[config.mk]
export PLATFORM = sky130hd
export DESIGN_NAME = motor_bank
export DESIGN_NICKNAME = d
export VERILOG_FILES = /design/src/hw/motor_pkg.sv /design/src/hw/channel_readout.sv /design/src/hw/glitch_filter.sv /design/src/hw/motor_bank.sv /design/src/hw/motor_channel.sv /design/src/hw/pwm_generator.sv /design/src/hw/quad_decoder.sv /design/src/hw/sample_tick.sv
export SDC_FILE = /design/constraint.sdc
export NUM_CORES = 2
export LEC_CHECK = 0
export CAP_MARGIN = 10
export CORE_UTILIZATION = 59
export CTS_BUF_LIST = sky130_fd_sc_hd__clkbuf_16
export DETAILED_ROUTE_END_ITERATION = 10
export DONT_BUFFER_PORTS = 1
export GPL_ROUTABILITY_DRIVEN = 1
export GPL_TIMING_DRIVEN = 0
export PLACE_DENSITY = 0.89
export SLEW_MARGIN = 25
export SYNTH_ARGS = -nofsm -noshare
export SYNTH_HDL_FRONTEND = slang
export SYNTH_SLANG_ARGS = --single-unit
export TNS_END_PERCENT = 30
[constraint.sdc]
create_clock -name fpga_clk_50 -period 3.51 [get_ports fpga_clk_50]
set_input_delay 0.1755 -clock fpga_clk_50 [delete_from_list [all_inputs] [get_ports fpga_clk_50]]
set_output_delay 0.1755 -clock fpga_clk_50 [all_outputs]
set_load 0.005 [all_outputs]
[src/hw/motor_pkg.sv]
/*
 * motor i/o shared definitions
 * channel count, sample and filter timing, pwm frame length,
 * the vector types used across the motor datapath and the
 * per-channel status record seen by the readout
 */
package motor_pkg;

	// ==================================================
	// sizing and timing
	// ==================================================

	localparam int NUM_MOTORS    = 6;      // motor channels in the bank
	localparam int TICK_CYCLES   = 250000; // 5 ms at 50 MHz
	localparam int FILTER_CYCLES = 4;      // stable cycles before an encoder edge is taken
	localparam int PWM_PERIOD    = 256;    // clocks per pwm frame

	// ==================================================
	// vector types
	// ==================================================

	// encoder position, wraps silently
	typedef logic signed [31:0] count_t;

	// count delta per sample period
	// low 16 bits of the 32-bit difference
	typedef logic signed [15:0] speed_t;

	// pwm duty, 0 = off, 255 = high all but one cycle
	typedef logic [7:0] duty_t;

	// readout channel select
	typedef logic [2:0] chan_idx_t;

	// sample divider, wide enough for TICK_CYCLES-1
	typedef logic [17:0] tick_cnt_t;

	// ==================================================
	// channel status
	// ==================================================

	// live position plus last measured speed, 48 bits
	typedef struct packed {
		count_t count; // upper 32 bits
		speed_t speed; // lower 16 bits
	} chan_status_t;

endpackage

[src/hw/channel_readout.sv]
/*
 * channel status readout
 * registers the status of the channel chosen by sel;
 * selects past the last channel read back as zero
 */
module channel_readout
	import motor_pkg::*;
(
	input  logic                          fpga_clk_50,
	input  logic                          hps_fpga_reset_n,
	input  chan_status_t [NUM_MOTORS-1:0] chan_status,      // all channels
	input  chan_idx_t                     sel,
	output chan_status_t                  readout
);

	chan_status_t sel_status; // mux output
	logic         sel_valid;  // sel names a real channel

	assign sel_valid = (sel < NUM_MOTORS);

	// out of range select reads as zero
	always_comb
	begin
		if (sel_valid)
			sel_status = chan_status[sel];
		else
			sel_status = '0;
	end

	// one cycle from sel or status to readout
	always_ff @(posedge fpga_clk_50 or negedge hps_fpga_reset_n)
	begin
		if (!hps_fpga_reset_n)
			readout <= '0;
		else
			readout <= sel_status;
	end

endmodule

[src/hw/glitch_filter.sv]
/*
 * encoder line glitch filter
 * two-flop synchronizer, then a level only passes once it has
 * held for FILTER_CYCLES consecutive cycles; shorter pulses die here
 */
module glitch_filter
	import motor_pkg::*;
(
	input  logic fpga_clk_50,
	input  logic hps_fpga_reset_n,
	input  logic raw,              // async encoder pin
	output logic clean             // filtered level
);

	logic sync_q1; // first sync stage
	logic sync_q2; // second sync stage

	// cycles the synced level has disagreed with clean
	logic [$clog2(FILTER_CYCLES + 1) - 1:0] diff_cnt;

	// ==================================================
	// synchronizer
	// ==================================================
	always_ff @(posedge fpga_clk_50 or negedge hps_fpga_reset_n)
	begin
		if (!hps_fpga_reset_n)
		begin
			sync_q1 <= 1'b0;
			sync_q2 <= 1'b0;
		end
		else
		begin
			sync_q1 <= raw;
			sync_q2 <= sync_q1;
		end
	end

	// ==================================================
	// stability counter
	// ==================================================
	always_ff @(posedge fpga_clk_50 or negedge hps_fpga_reset_n)
	begin
		if (!hps_fpga_reset_n)
		begin
			diff_cnt <= '0;
			clean    <= 1'b0;
		end
		else if (sync_q2 == clean)
			diff_cnt <= '0; // back to old level, start over
		else if (diff_cnt == FILTER_CYCLES - 1)
		begin
			clean    <= sync_q2; // held long enough, accept
			diff_cnt <= '0;
		end
		else
			diff_cnt <= diff_cnt + 1'b1;
	end

endmodule

[src/hw/motor_bank.sv]
/*
 * six-channel motor i/o bank
 * one sample tick shared by all channels, an array of identical
 * motor channels (encoder filter, decoder, speed, pwm) and a
 * registered readout of the selected channel's count and speed
 */
module motor_bank
	import motor_pkg::*;
(
	input  logic                   fpga_clk_50,
	input  logic                   hps_fpga_reset_n,
	input  logic [NUM_MOTORS-1:0]  enc_a,            // raw encoder a lines
	input  logic [NUM_MOTORS-1:0]  enc_b,            // raw encoder b lines
	input  duty_t [NUM_MOTORS-1:0] duty,             // per-motor duty
	output logic [NUM_MOTORS-1:0]  pwm,
	input  chan_idx_t              sel,              // readout channel
	output chan_status_t           readout
);

	logic                          sample_stb;  // 5 ms enable
	chan_status_t [NUM_MOTORS-1:0] chan_status; // per-channel count and speed

	// ==================================================
	// sample timing
	// ==================================================
	sample_tick tick0 (
		.fpga_clk_50      (fpga_clk_50),
		.hps_fpga_reset_n (hps_fpga_reset_n),
		.sample_stb       (sample_stb)
	);

	// ==================================================
	// motor channels
	// ==================================================
	for (genvar i = 0; i < NUM_MOTORS; i++)
	begin : g_chan
		motor_channel chan (
			.fpga_clk_50      (fpga_clk_50),
			.hps_fpga_reset_n (hps_fpga_reset_n),
			.sample_stb       (sample_stb),
			.enc_a            (enc_a[i]),
			.enc_b            (enc_b[i]),
			.duty             (duty[i]),
			.pwm              (pwm[i]),
			.status           (chan_status[i])
		);
	end

	// registered status readout
	channel_readout rd0 (
		.fpga_clk_50      (fpga_clk_50),
		.hps_fpga_reset_n (hps_fpga_reset_n),
		.chan_status      (chan_status),
		.sel              (sel),
		.readout          (readout)
	);

endmodule

[src/hw/motor_channel.sv]
/*
 * single motor channel
 * two encoder line filters, quadrature decoder, speed sampler
 * and pwm output; speed is the count change between sample ticks
 */
module motor_channel
	import motor_pkg::*;
(
	input  logic         fpga_clk_50,
	input  logic         hps_fpga_reset_n,
	input  logic         sample_stb,       // shared 5 ms tick
	input  logic         enc_a,            // raw encoder lines
	input  logic         enc_b,
	input  duty_t        duty,
	output logic         pwm,
	output chan_status_t status
);

	logic   enc_a_clean; // filtered encoder lines
	logic   enc_b_clean;
	count_t count;       // live position
	count_t last_count;  // position at previous tick
	speed_t speed;       // last measured delta

	// ==================================================
	// encoder front end
	// ==================================================
	glitch_filter filt_a (
		.fpga_clk_50      (fpga_clk_50),
		.hps_fpga_reset_n (hps_fpga_reset_n),
		.raw              (enc_a),
		.clean            (enc_a_clean)
	);

	glitch_filter filt_b (
		.fpga_clk_50      (fpga_clk_50),
		.hps_fpga_reset_n (hps_fpga_reset_n),
		.raw              (enc_b),
		.clean            (enc_b_clean)
	);

	quad_decoder dec0 (
		.fpga_clk_50      (fpga_clk_50),
		.hps_fpga_reset_n (hps_fpga_reset_n),
		.enc_a            (enc_a_clean),
		.enc_b            (enc_b_clean),
		.count            (count)
	);

	// speed sampler, delta truncated to 16 bits
	always_ff @(posedge fpga_clk_50 or negedge hps_fpga_reset_n)
	begin
		if (!hps_fpga_reset_n)
		begin
			last_count <= '0;
			speed      <= '0;
		end
		else if (sample_stb)
		begin
			speed      <= speed_t'(count - last_count);
			last_count <= count; // reference for next period
		end
	end

	// live count, speed from the last tick
	assign status = '{count: count, speed: speed};

	// ==================================================
	// motor drive
	// ==================================================
	pwm_generator pwm0 (
		.fpga_clk_50      (fpga_clk_50),
		.hps_fpga_reset_n (hps_fpga_reset_n),
		.duty             (duty),
		.pwm              (pwm)
	);

endmodule

[src/hw/pwm_generator.sv]
/*
 * pwm generator
 * free-running frame counter, duty latched at frame start,
 * output registered high for the first duty cycles of a frame
 */
module pwm_generator
	import motor_pkg::*;
(
	input  logic  fpga_clk_50,
	input  logic  hps_fpga_reset_n,
	input  duty_t duty,
	output logic  pwm
);

	duty_t frame_cnt; // position in frame
	duty_t duty_q;    // duty held for the current frame
	duty_t duty_cur;  // duty in force this cycle

	// new duty only at frame start, otherwise the held one
	assign duty_cur = (frame_cnt == '0) ? duty : duty_q;

	always_ff @(posedge fpga_clk_50 or negedge hps_fpga_reset_n)
	begin
		if (!hps_fpga_reset_n)
		begin
			frame_cnt <= '0;
			duty_q    <= '0;
			pwm       <= 1'b0;
		end
		else
		begin
			if (frame_cnt == duty_t'(PWM_PERIOD - 1))
				frame_cnt <= '0; // end of frame
			else
				frame_cnt <= frame_cnt + 1'b1;
			duty_q <= duty_cur;
			pwm    <= (frame_cnt < duty_cur); // one cycle behind the counter
		end
	end

endmodule

[src/hw/quad_decoder.sv]
/*
 * quadrature decoder
 * compares the filtered {a,b} pair against the previous one;
 * a forward gray step adds one to the position, a reverse step
 * subtracts one, a double change is dropped
 */
module quad_decoder
	import motor_pkg::*;
(
	input  logic   fpga_clk_50,
	input  logic   hps_fpga_reset_n,
	input  logic   enc_a,
	input  logic   enc_b,
	output count_t count           // signed position
);

	logic [1:0] prev_ab; // last sampled {a,b}
	logic [1:0] cur_ab;  // current {a,b}
	logic       step_up; // forward step seen
	logic       step_dn; // reverse step seen

	assign cur_ab = {enc_a, enc_b};

	// forward order 00 -> 10 -> 11 -> 01 -> 00
	always_comb
	begin
		step_up = 1'b0;
		step_dn = 1'b0;
		case ({prev_ab, cur_ab})
			4'b00_10, 4'b10_11, 4'b11_01, 4'b01_00:
				step_up = 1'b1;
			4'b10_00, 4'b11_10, 4'b01_11, 4'b00_01:
				step_dn = 1'b1;
			default: ; // no change, or both lines flipped
		endcase
	end

	// ==================================================
	// position register
	// ==================================================
	always_ff @(posedge fpga_clk_50 or negedge hps_fpga_reset_n)
	begin
		if (!hps_fpga_reset_n)
		begin
			prev_ab <= 2'b00; // filters also come out of reset low
			count   <= '0;
		end
		else
		begin
			prev_ab <= cur_ab;
			if (step_up)
				count <= count + 1;
			else if (step_dn)
				count <= count - 1;
		end
	end

endmodule

[src/hw/sample_tick.sv]
/*
 * sample period tick
 * divides the board clock down to a one-cycle enable pulse
 * every TICK_CYCLES clocks; all channels sample speed on it
 */
module sample_tick
	import motor_pkg::*;
(
	input  logic fpga_clk_50,
	input  logic hps_fpga_reset_n,
	output logic sample_stb        // one cycle wide
);

	tick_cnt_t tick_cnt; // free-running divider

	// enable pulse instead of a divided clock
	// keeps speed sampling in the fpga_clk_50 domain
	always_ff @(posedge fpga_clk_50 or negedge hps_fpga_reset_n)
	begin
		if (!hps_fpga_reset_n)
		begin
			tick_cnt   <= '0;
			sample_stb <= 1'b0;
		end
		else if (tick_cnt == tick_cnt_t'(TICK_CYCLES - 1))
		begin
			tick_cnt   <= '0;   // wrap
			sample_stb <= 1'b1; // pulse on wrap
		end
		else
		begin
			tick_cnt   <= tick_cnt + 1'b1;
			sample_stb <= 1'b0;
		end
	end

endmodule

======== Word-level counts from Yosys, hierarchy flattened ========
Index checks and enable logic that the tools add are counted.
W data, S select, Z words.
cells by class
  add/subtract/negate cells ............... 37
  order comparisons ....................... 8
  equality and inequality tests ........... 79
  multiplexer cells ....................... 65
  bitwise operators ....................... 12
  reduce and logical (&&, ||, !) cells .... 36
operators by type and width
  operator                 number
  $mux W32                 12
  $add A32 B2 Y32 const B  6
  $sub A32 B2 Y32 const B  6
  $bmux W48 S3             1
  $eq A4 B4 Y1 const B     24
  $mux W48                 2
  $mux W8                  12
  $sub A16 B16 Y16         6
  $mux W3                  24
  $add A8 B1 Y8 const B    6
  $eq A4 B3 Y1 const B     12
  $eq A8 B8 Y1 const B     6
  $logic_not A8 Y1         6
  $lt A8 B8 Y1             6
  $reduce_or A4 Y1         12
  $add A3 B1 Y3 const B    12
  $eq A3 B2 Y1 const B     12
  $eq A4 B1 Y1 const B     6
  $eq A4 B2 Y1 const B     6
  $reduce_and A2 Y1        12
  $add A18 B1 Y18 const B  1
  $eq A18 B18 Y1 const B   1
  $mux W18                 1
  $mux W1                  13
  other kinds (5)          32
storage, ports and cells
  register bits ........................... 637
  output and inout port bits .............. 54
  logic and storage cells ................. 331

======== Longest topological paths before layout ========
  depth in word-level cells ............... 5
  gate-level depth with buffers ........... 14

======== Cells and area by module ========
Synthesis repeated with hierarchy kept, for this count alone.
unflattened totals
  cells, all modules ...................... 4459
  area total of the unflattened synthesis .. 42582.1 um^2
modules (own cells, without submodules)
  module                                      instances  cells an instance  area each (um^2)  sequential area each (um^2)
  quad_decoder at g_chan[2].chan.dec0 ...     4          396                3186.8            850.8
  motor_channel at g_chan[3].chan ...         3          197                1924.3            800.8
  motor_channel at g_chan[0].chan ...         3          196                1923.1            800.8
  quad_decoder at g_chan[0].chan.dec0 ...     2          336                2800.2            850.8
  pwm_generator                               6          77                 909.6             425.4
  channel_readout                             1          323                3751.1            1201.2
  glitch_filter at g_chan[0].chan.filt_b ...  11         13                 216.5             150.1
  sample_tick                                 1          83                 873.3             475.5
  glitch_filter at g_chan[0].chan.filt_a      1          13                 229.0             150.1

======== Worst setup path before layout ========
OpenSTA, ideal clock, no wires.
  kind .................................... reg-to-reg
  start point ............................. register g_chan[0].chan.filt_b.clean
  end point ............................... register g_chan[0].chan.dec0.count[29]
  setup time .............................. 0.131 ns
  arrival time ............................ 3.728 ns
  data required time ...................... 3.379 ns
  setup slack ............................. -0.350 ns
  cell stages (with the launch flop) ...... 14
  buffers on the path ..................... 0
  clock period less this slack ............ 3.860 ns
  path through ............................ dfrtp_1 -> xnor2_1 -> and2_1 -> inv_1 -> ha_1 -> a2111oi_4 -> o21ai_2 -> a31o_1 -> a211oi_2 -> o32ai_1 -> o31a_1 -> o41ai_4 -> nor4b_2 -> nor3_1
between the ends
  cells in the longest elaborated chain, start to end .. 4
  elaborated cells between the ends (all ways) .. 14
RTL lines
  item                                                   RTL line             source
  start: declaration                                     glitch_filter.sv:12  output logic clean
  start signal: assignment                               glitch_filter.sv:52  clean <= sync_q2;
  $eq A4 B2 Y1, or another cell as far along             quad_decoder.sv:29   case ({prev_ab, cur_ab})
  $reduce_or A4 Y1                                       quad_decoder.sv:29
  $mux W1                                                quad_decoder.sv:29
  $mux W32 / $reduce_bool A2 Y1 (equally long branches)  --
  end signal: assignment                                 quad_decoder.sv:52   count <= count + 1;
  end signal: assignment                                 quad_decoder.sv:54   count <= count - 1;
  end: declaration                                       quad_decoder.sv:14   output count_t count
Parallel ways exist; a longest one is shown, timed or not.
A chain may end at the register's enable or synchronous reset.

======== Worst setup path after layout ========
  start point ............................. register g_chan[1].chan.filt_b.clean
  end point ............................... register g_chan[1].chan.dec0.count[27]
between the ends
  cells in the longest elaborated chain, start to end .. 4
  elaborated cells between the ends (all ways) .. 14
RTL lines
  item                                                   RTL line
  start: declaration                                     glitch_filter.sv:12
  start signal: assignment                               glitch_filter.sv:52
  $eq A4 B2 Y1, or another cell as far along             quad_decoder.sv:29
  $reduce_or A4 Y1                                       quad_decoder.sv:29
  $mux W1                                                quad_decoder.sv:29
  $mux W32 / $reduce_bool A2 Y1 (equally long branches)  --
  end signal: assignment                                 quad_decoder.sv:52
  end signal: assignment                                 quad_decoder.sv:54
  end: declaration                                       quad_decoder.sv:14
Parallel ways exist; a longest one is shown, timed or not.

==> metrics.md <==
| Metric | Value |
|---|---|
| First-pass GRT wire length | 169 mm |
| Pin count of the biggest net entering global routing | 638 |
| Fmax | 274 MHz |
| Rel. slew slack | 33.9% |
| Warning count from the yosys run | 0 |
| RD Place Congestion | 0.982 |
| I/O pin count | 119 |
| Post-synthesis cell area | 39400 um2 |
| Layout overhead on the synthesized area | 14.4% |
| FP Rows | 94 |
| Worst Max-Slew Pin Slew | 0.992 ns |
| Synthesized instance count | 4109 |
| Die Area | 67700 um2 |
| Layout cell share with drive strength beyond 1 | 10.8% |
| Mapped Nets | 4523 |
| Initial antenna violation count | 0 |
| # Max-Cap Violations | 0 |
| Crit path cell chain | xnor2_2 -> and2_4 -> clkinvlp_4 -> buf_12 -> buf_4 -> ha_1 -> o21ai_0 -> nand2b_1 -> a31oi_4 -> o311ai_4 -> a41o_4 -> a211o_1 -> a31oi_1 -> xor2_1 -> o21ai_1 |
| Setup Crit Path Kind | flop to flop |
| DRT iter0 DRCs | 3161 |
| Mean area per synthesized cell | 9.58 um2 |
| Core area | 65900 um2 |
| Root Buffer Master | clkbuf_16 |
| Remaining global-route overflow | 0 |
| Most frequent cells in the layout | dfrtp_1, nand2_1, ha_1, nor2_1, o21ai_0 |
| Skew final | 0.0282 ns |
| Crit path time final | 3.65 ns |
| Vias in the first global route | 32.3k |
| CP delay by family, top | compound AO/OA/AOI/OAI gates |
| Max H-tree Level | 3 |
| Leading area contributor after synthesis | dfrtp_1 |
| WP data required | 3.97 ns |
| Setup Total Neg Slack | -0.354 ns |
| Hold Fails Final Rpt | 0 |
| Critical path peak fanout | 11 |
| Bufs on Longest Clock Path | 3 |
| EDFF count, synth | 0 |
| Dpl hpwl | 74.9 mm |
| Top-area cell type share of the netlist area | 40.5% |
| Final WS setup | -0.137 ns |
| CP startpoint kind | flop |
| RSZ-0062 raised after global routing | yes |
| Fin cells | 5228 |
| Async S/R FF share, synth | 100% |
| Largest stage delay on the critical path | 0.44 ns |
| Clock transition at path regs | 0.06 ns |
| Fin util | 68.3% |
| Path category of the worst min-delay check | primary input to flop |
| Area contributors post-synth | dfrtp_1, ha_1, o21ai_0 |
| Synth unique cells | 82 |
| ANT nets after route | 0 |
| Final Setup Violations | 4 |
| Layout Nets | 4727 |
| DRC | 0 |
| #FFs+latches synth | 637 |
| Final Max Tran Viols | 0 |
| GRT Total Usage | 31.7% |
| Wire per inst | 21.2 um |
| CTS buffer count | 70 |
| CP Capture Type | flop |
| I/O Buffers | 0 |
| Failing checks | negative setup slack |
| TritonCTS Sinks | 637 |
| Post-Place Cells | 4973 |
| Via Count | 33.1k |
| CTS tree | built |
| Skew-Pair Late Insertion Delay | 0.62 ns |
| Seq/Total Area, Yosys | 40.5% |
| Worst Path Buf+Inv | 3 |
| Drt total wl | 111 mm |
| Routed vias/inst | 6.33 |
| Die H | 260 um |
| Die Wd | 260 um |
| Initial Utilization | 59.8% |
| Worst EP arrival | 4.11 ns |
| Slowest CP cell | dfrtp_2 |
| Fin crit share | 104% |
| Status | finished with violations |
| Most common cell after layout, fill and taps aside | dfrtp_1 |
| Most used flip-flop cell after synthesis | dfrtp_1 |
| Pre-Repair DR Iteration Count | 6 |
| Final Hold Slack | 0.107 ns |
[synthesized netlist by cell type (all sizes together) (6+ instances only)]
| library cell | count |
|---|---|
| dfrtp | 637 |
| nand2 | 366 |
| ha | 337 |
| o21ai | 311 |
| nor2 | 298 |
| a21oi | 286 |
| inv | 277 |
| xnor2 | 158 |
| a21o | 124 |
| xor2 | 120 |
| clkbuf | 110 |
| mux2i | 91 |
| nor3 | 87 |
| nand3 | 85 |
| mux2 | 77 |
| o21a | 52 |
| o22ai | 52 |
| mux4 | 48 |
| nor2b | 48 |
| and3 | 41 |
| o31ai | 40 |
| a211oi | 36 |
| a21boi | 34 |
| nor3b | 31 |
| a31oi | 30 |
| nand4 | 29 |
| buf | 26 |
| or3 | 26 |
| o21bai | 23 |
| nand2b | 20 |
| a211o | 19 |
| o211ai | 19 |
| or2 | 18 |
| nor4 | 17 |
| and2 | 14 |
| fa | 12 |
| o311ai | 11 |
| a2111oi | 10 |
| a31o | 9 |
| nand3b | 8 |
| nor4b | 8 |
| o2111ai | 6 |
| o31a | 6 |
| o41ai | 6 |
[per-stage QoR]
step | setup slack [ns] | area [um2]
global route | -0.257 | 45000
global placement | -0.843 | 40600
floorplan | -0.181 | 39500
CTS | -0.243 | 44100
finish | -0.137 | 45000
detailed placement | -1.00 | 40600
[routing by layer]
layer  wire, um  track usage (%)  vias to the layer above  part of all wire (%)
met1      43900             41.3                    16100                    40
met5          0                0                        -                     0
met2      50800             50.1                     1525                    46
li1           -                -                    15100                     -
met4       6220             17.2                        0                   5.6
met3       9720             6.01                      382                   8.8
[cells by family after synthesis]
group | share of synthesized area (%)
simple gates | 13.1
buf+inv | 4.01
xor+xnor | 6.19
compound gates | 17.6
fa+ha+maj | 11.3
flops | 40.5
mux | 7.26
[state kept, by name, indices dropped and copies added (netlist names), 12 cells and up]
register	flops
g_chan.chan.pwm0.frame_cnt	48
g_chan.chan.dec0.prev_ab	12
g_chan.chan.pwm0.duty_q	48
g_chan.chan.dec0.count	192
rd0.readout	48
g_chan.chan.last_count	96
g_chan.chan.filt_a.diff_cnt	18
tick0.tick_cnt	18
g_chan.chan.speed	96
g_chan.chan.filt_b.diff_cnt	18
[final timing paths]
kind                       slack [ns]                     startpoint                            end  cells after the start
min in group asynchronous        0.17               hps_fpga_reset_n  g_chan[2].chan.pwm0.duty_q[2]                      1
min                              0.11                         sel[1]                rd0.readout[19]                      2
max                             -0.14    g_chan[1].chan.filt_b.clean  g_chan[1].chan.dec0.count[27]                     15
min reg2reg                      0.35  g_chan[2].chan.filt_b.sync_q1  g_chan[2].chan.filt_b.sync_q2                      0
max reg2reg                     -0.14    g_chan[1].chan.filt_b.clean  g_chan[1].chan.dec0.count[27]                     15
max in group asynchronous        0.41               hps_fpga_reset_n   g_chan[2].chan.dec0.count[0]                      4
[cell type report]
class,instances,area (um2)
Antenna cell,2,5.00
Tap cell,864,1080
Buffer,134,531
Timing Repair Buffer,129,1260
Clock buffer,71,1780
Clock inverter,50,483
Sequential cell,637,16000
Inverter,278,1110
Fill cell,4712,20900
Timing Repair inverter,5,38.8
Multi-Input combinational cell,3058,22800
[worst register-to-register path: stages (launching register included)]
cell        delay, ns
dfrtp_2          0.44
xnor2_2          0.18
and2_4           0.18
clkinvlp_4       0.09
buf_12           0.16
buf_4            0.16
ha_1             0.32
o21ai_0          0.21
nand2b_1         0.20
a31oi_4          0.32
o311ai_4         0.14
a41o_4           0.35
a211o_1          0.28
a31oi_1          0.19
xor2_1           0.18
o21ai_1          0.09
[timing repair]
| action | CTS | global route |
|---|---|---|
| hold buffers | 60 | 1 |
| endpoints found under the hold margin | 697 | 294 |
| setup endpoints to repair | 108 | 68 |
| pin swaps | 27 | 59 |
| buffers inserted | 32 | 33 |
| resized for setup | 62 | 106 |
| gates cloned | 4 | 1 |
Power is not shown: default switching activity piles up to over one toggle a cycle in this logic, so the estimate is an artifact.
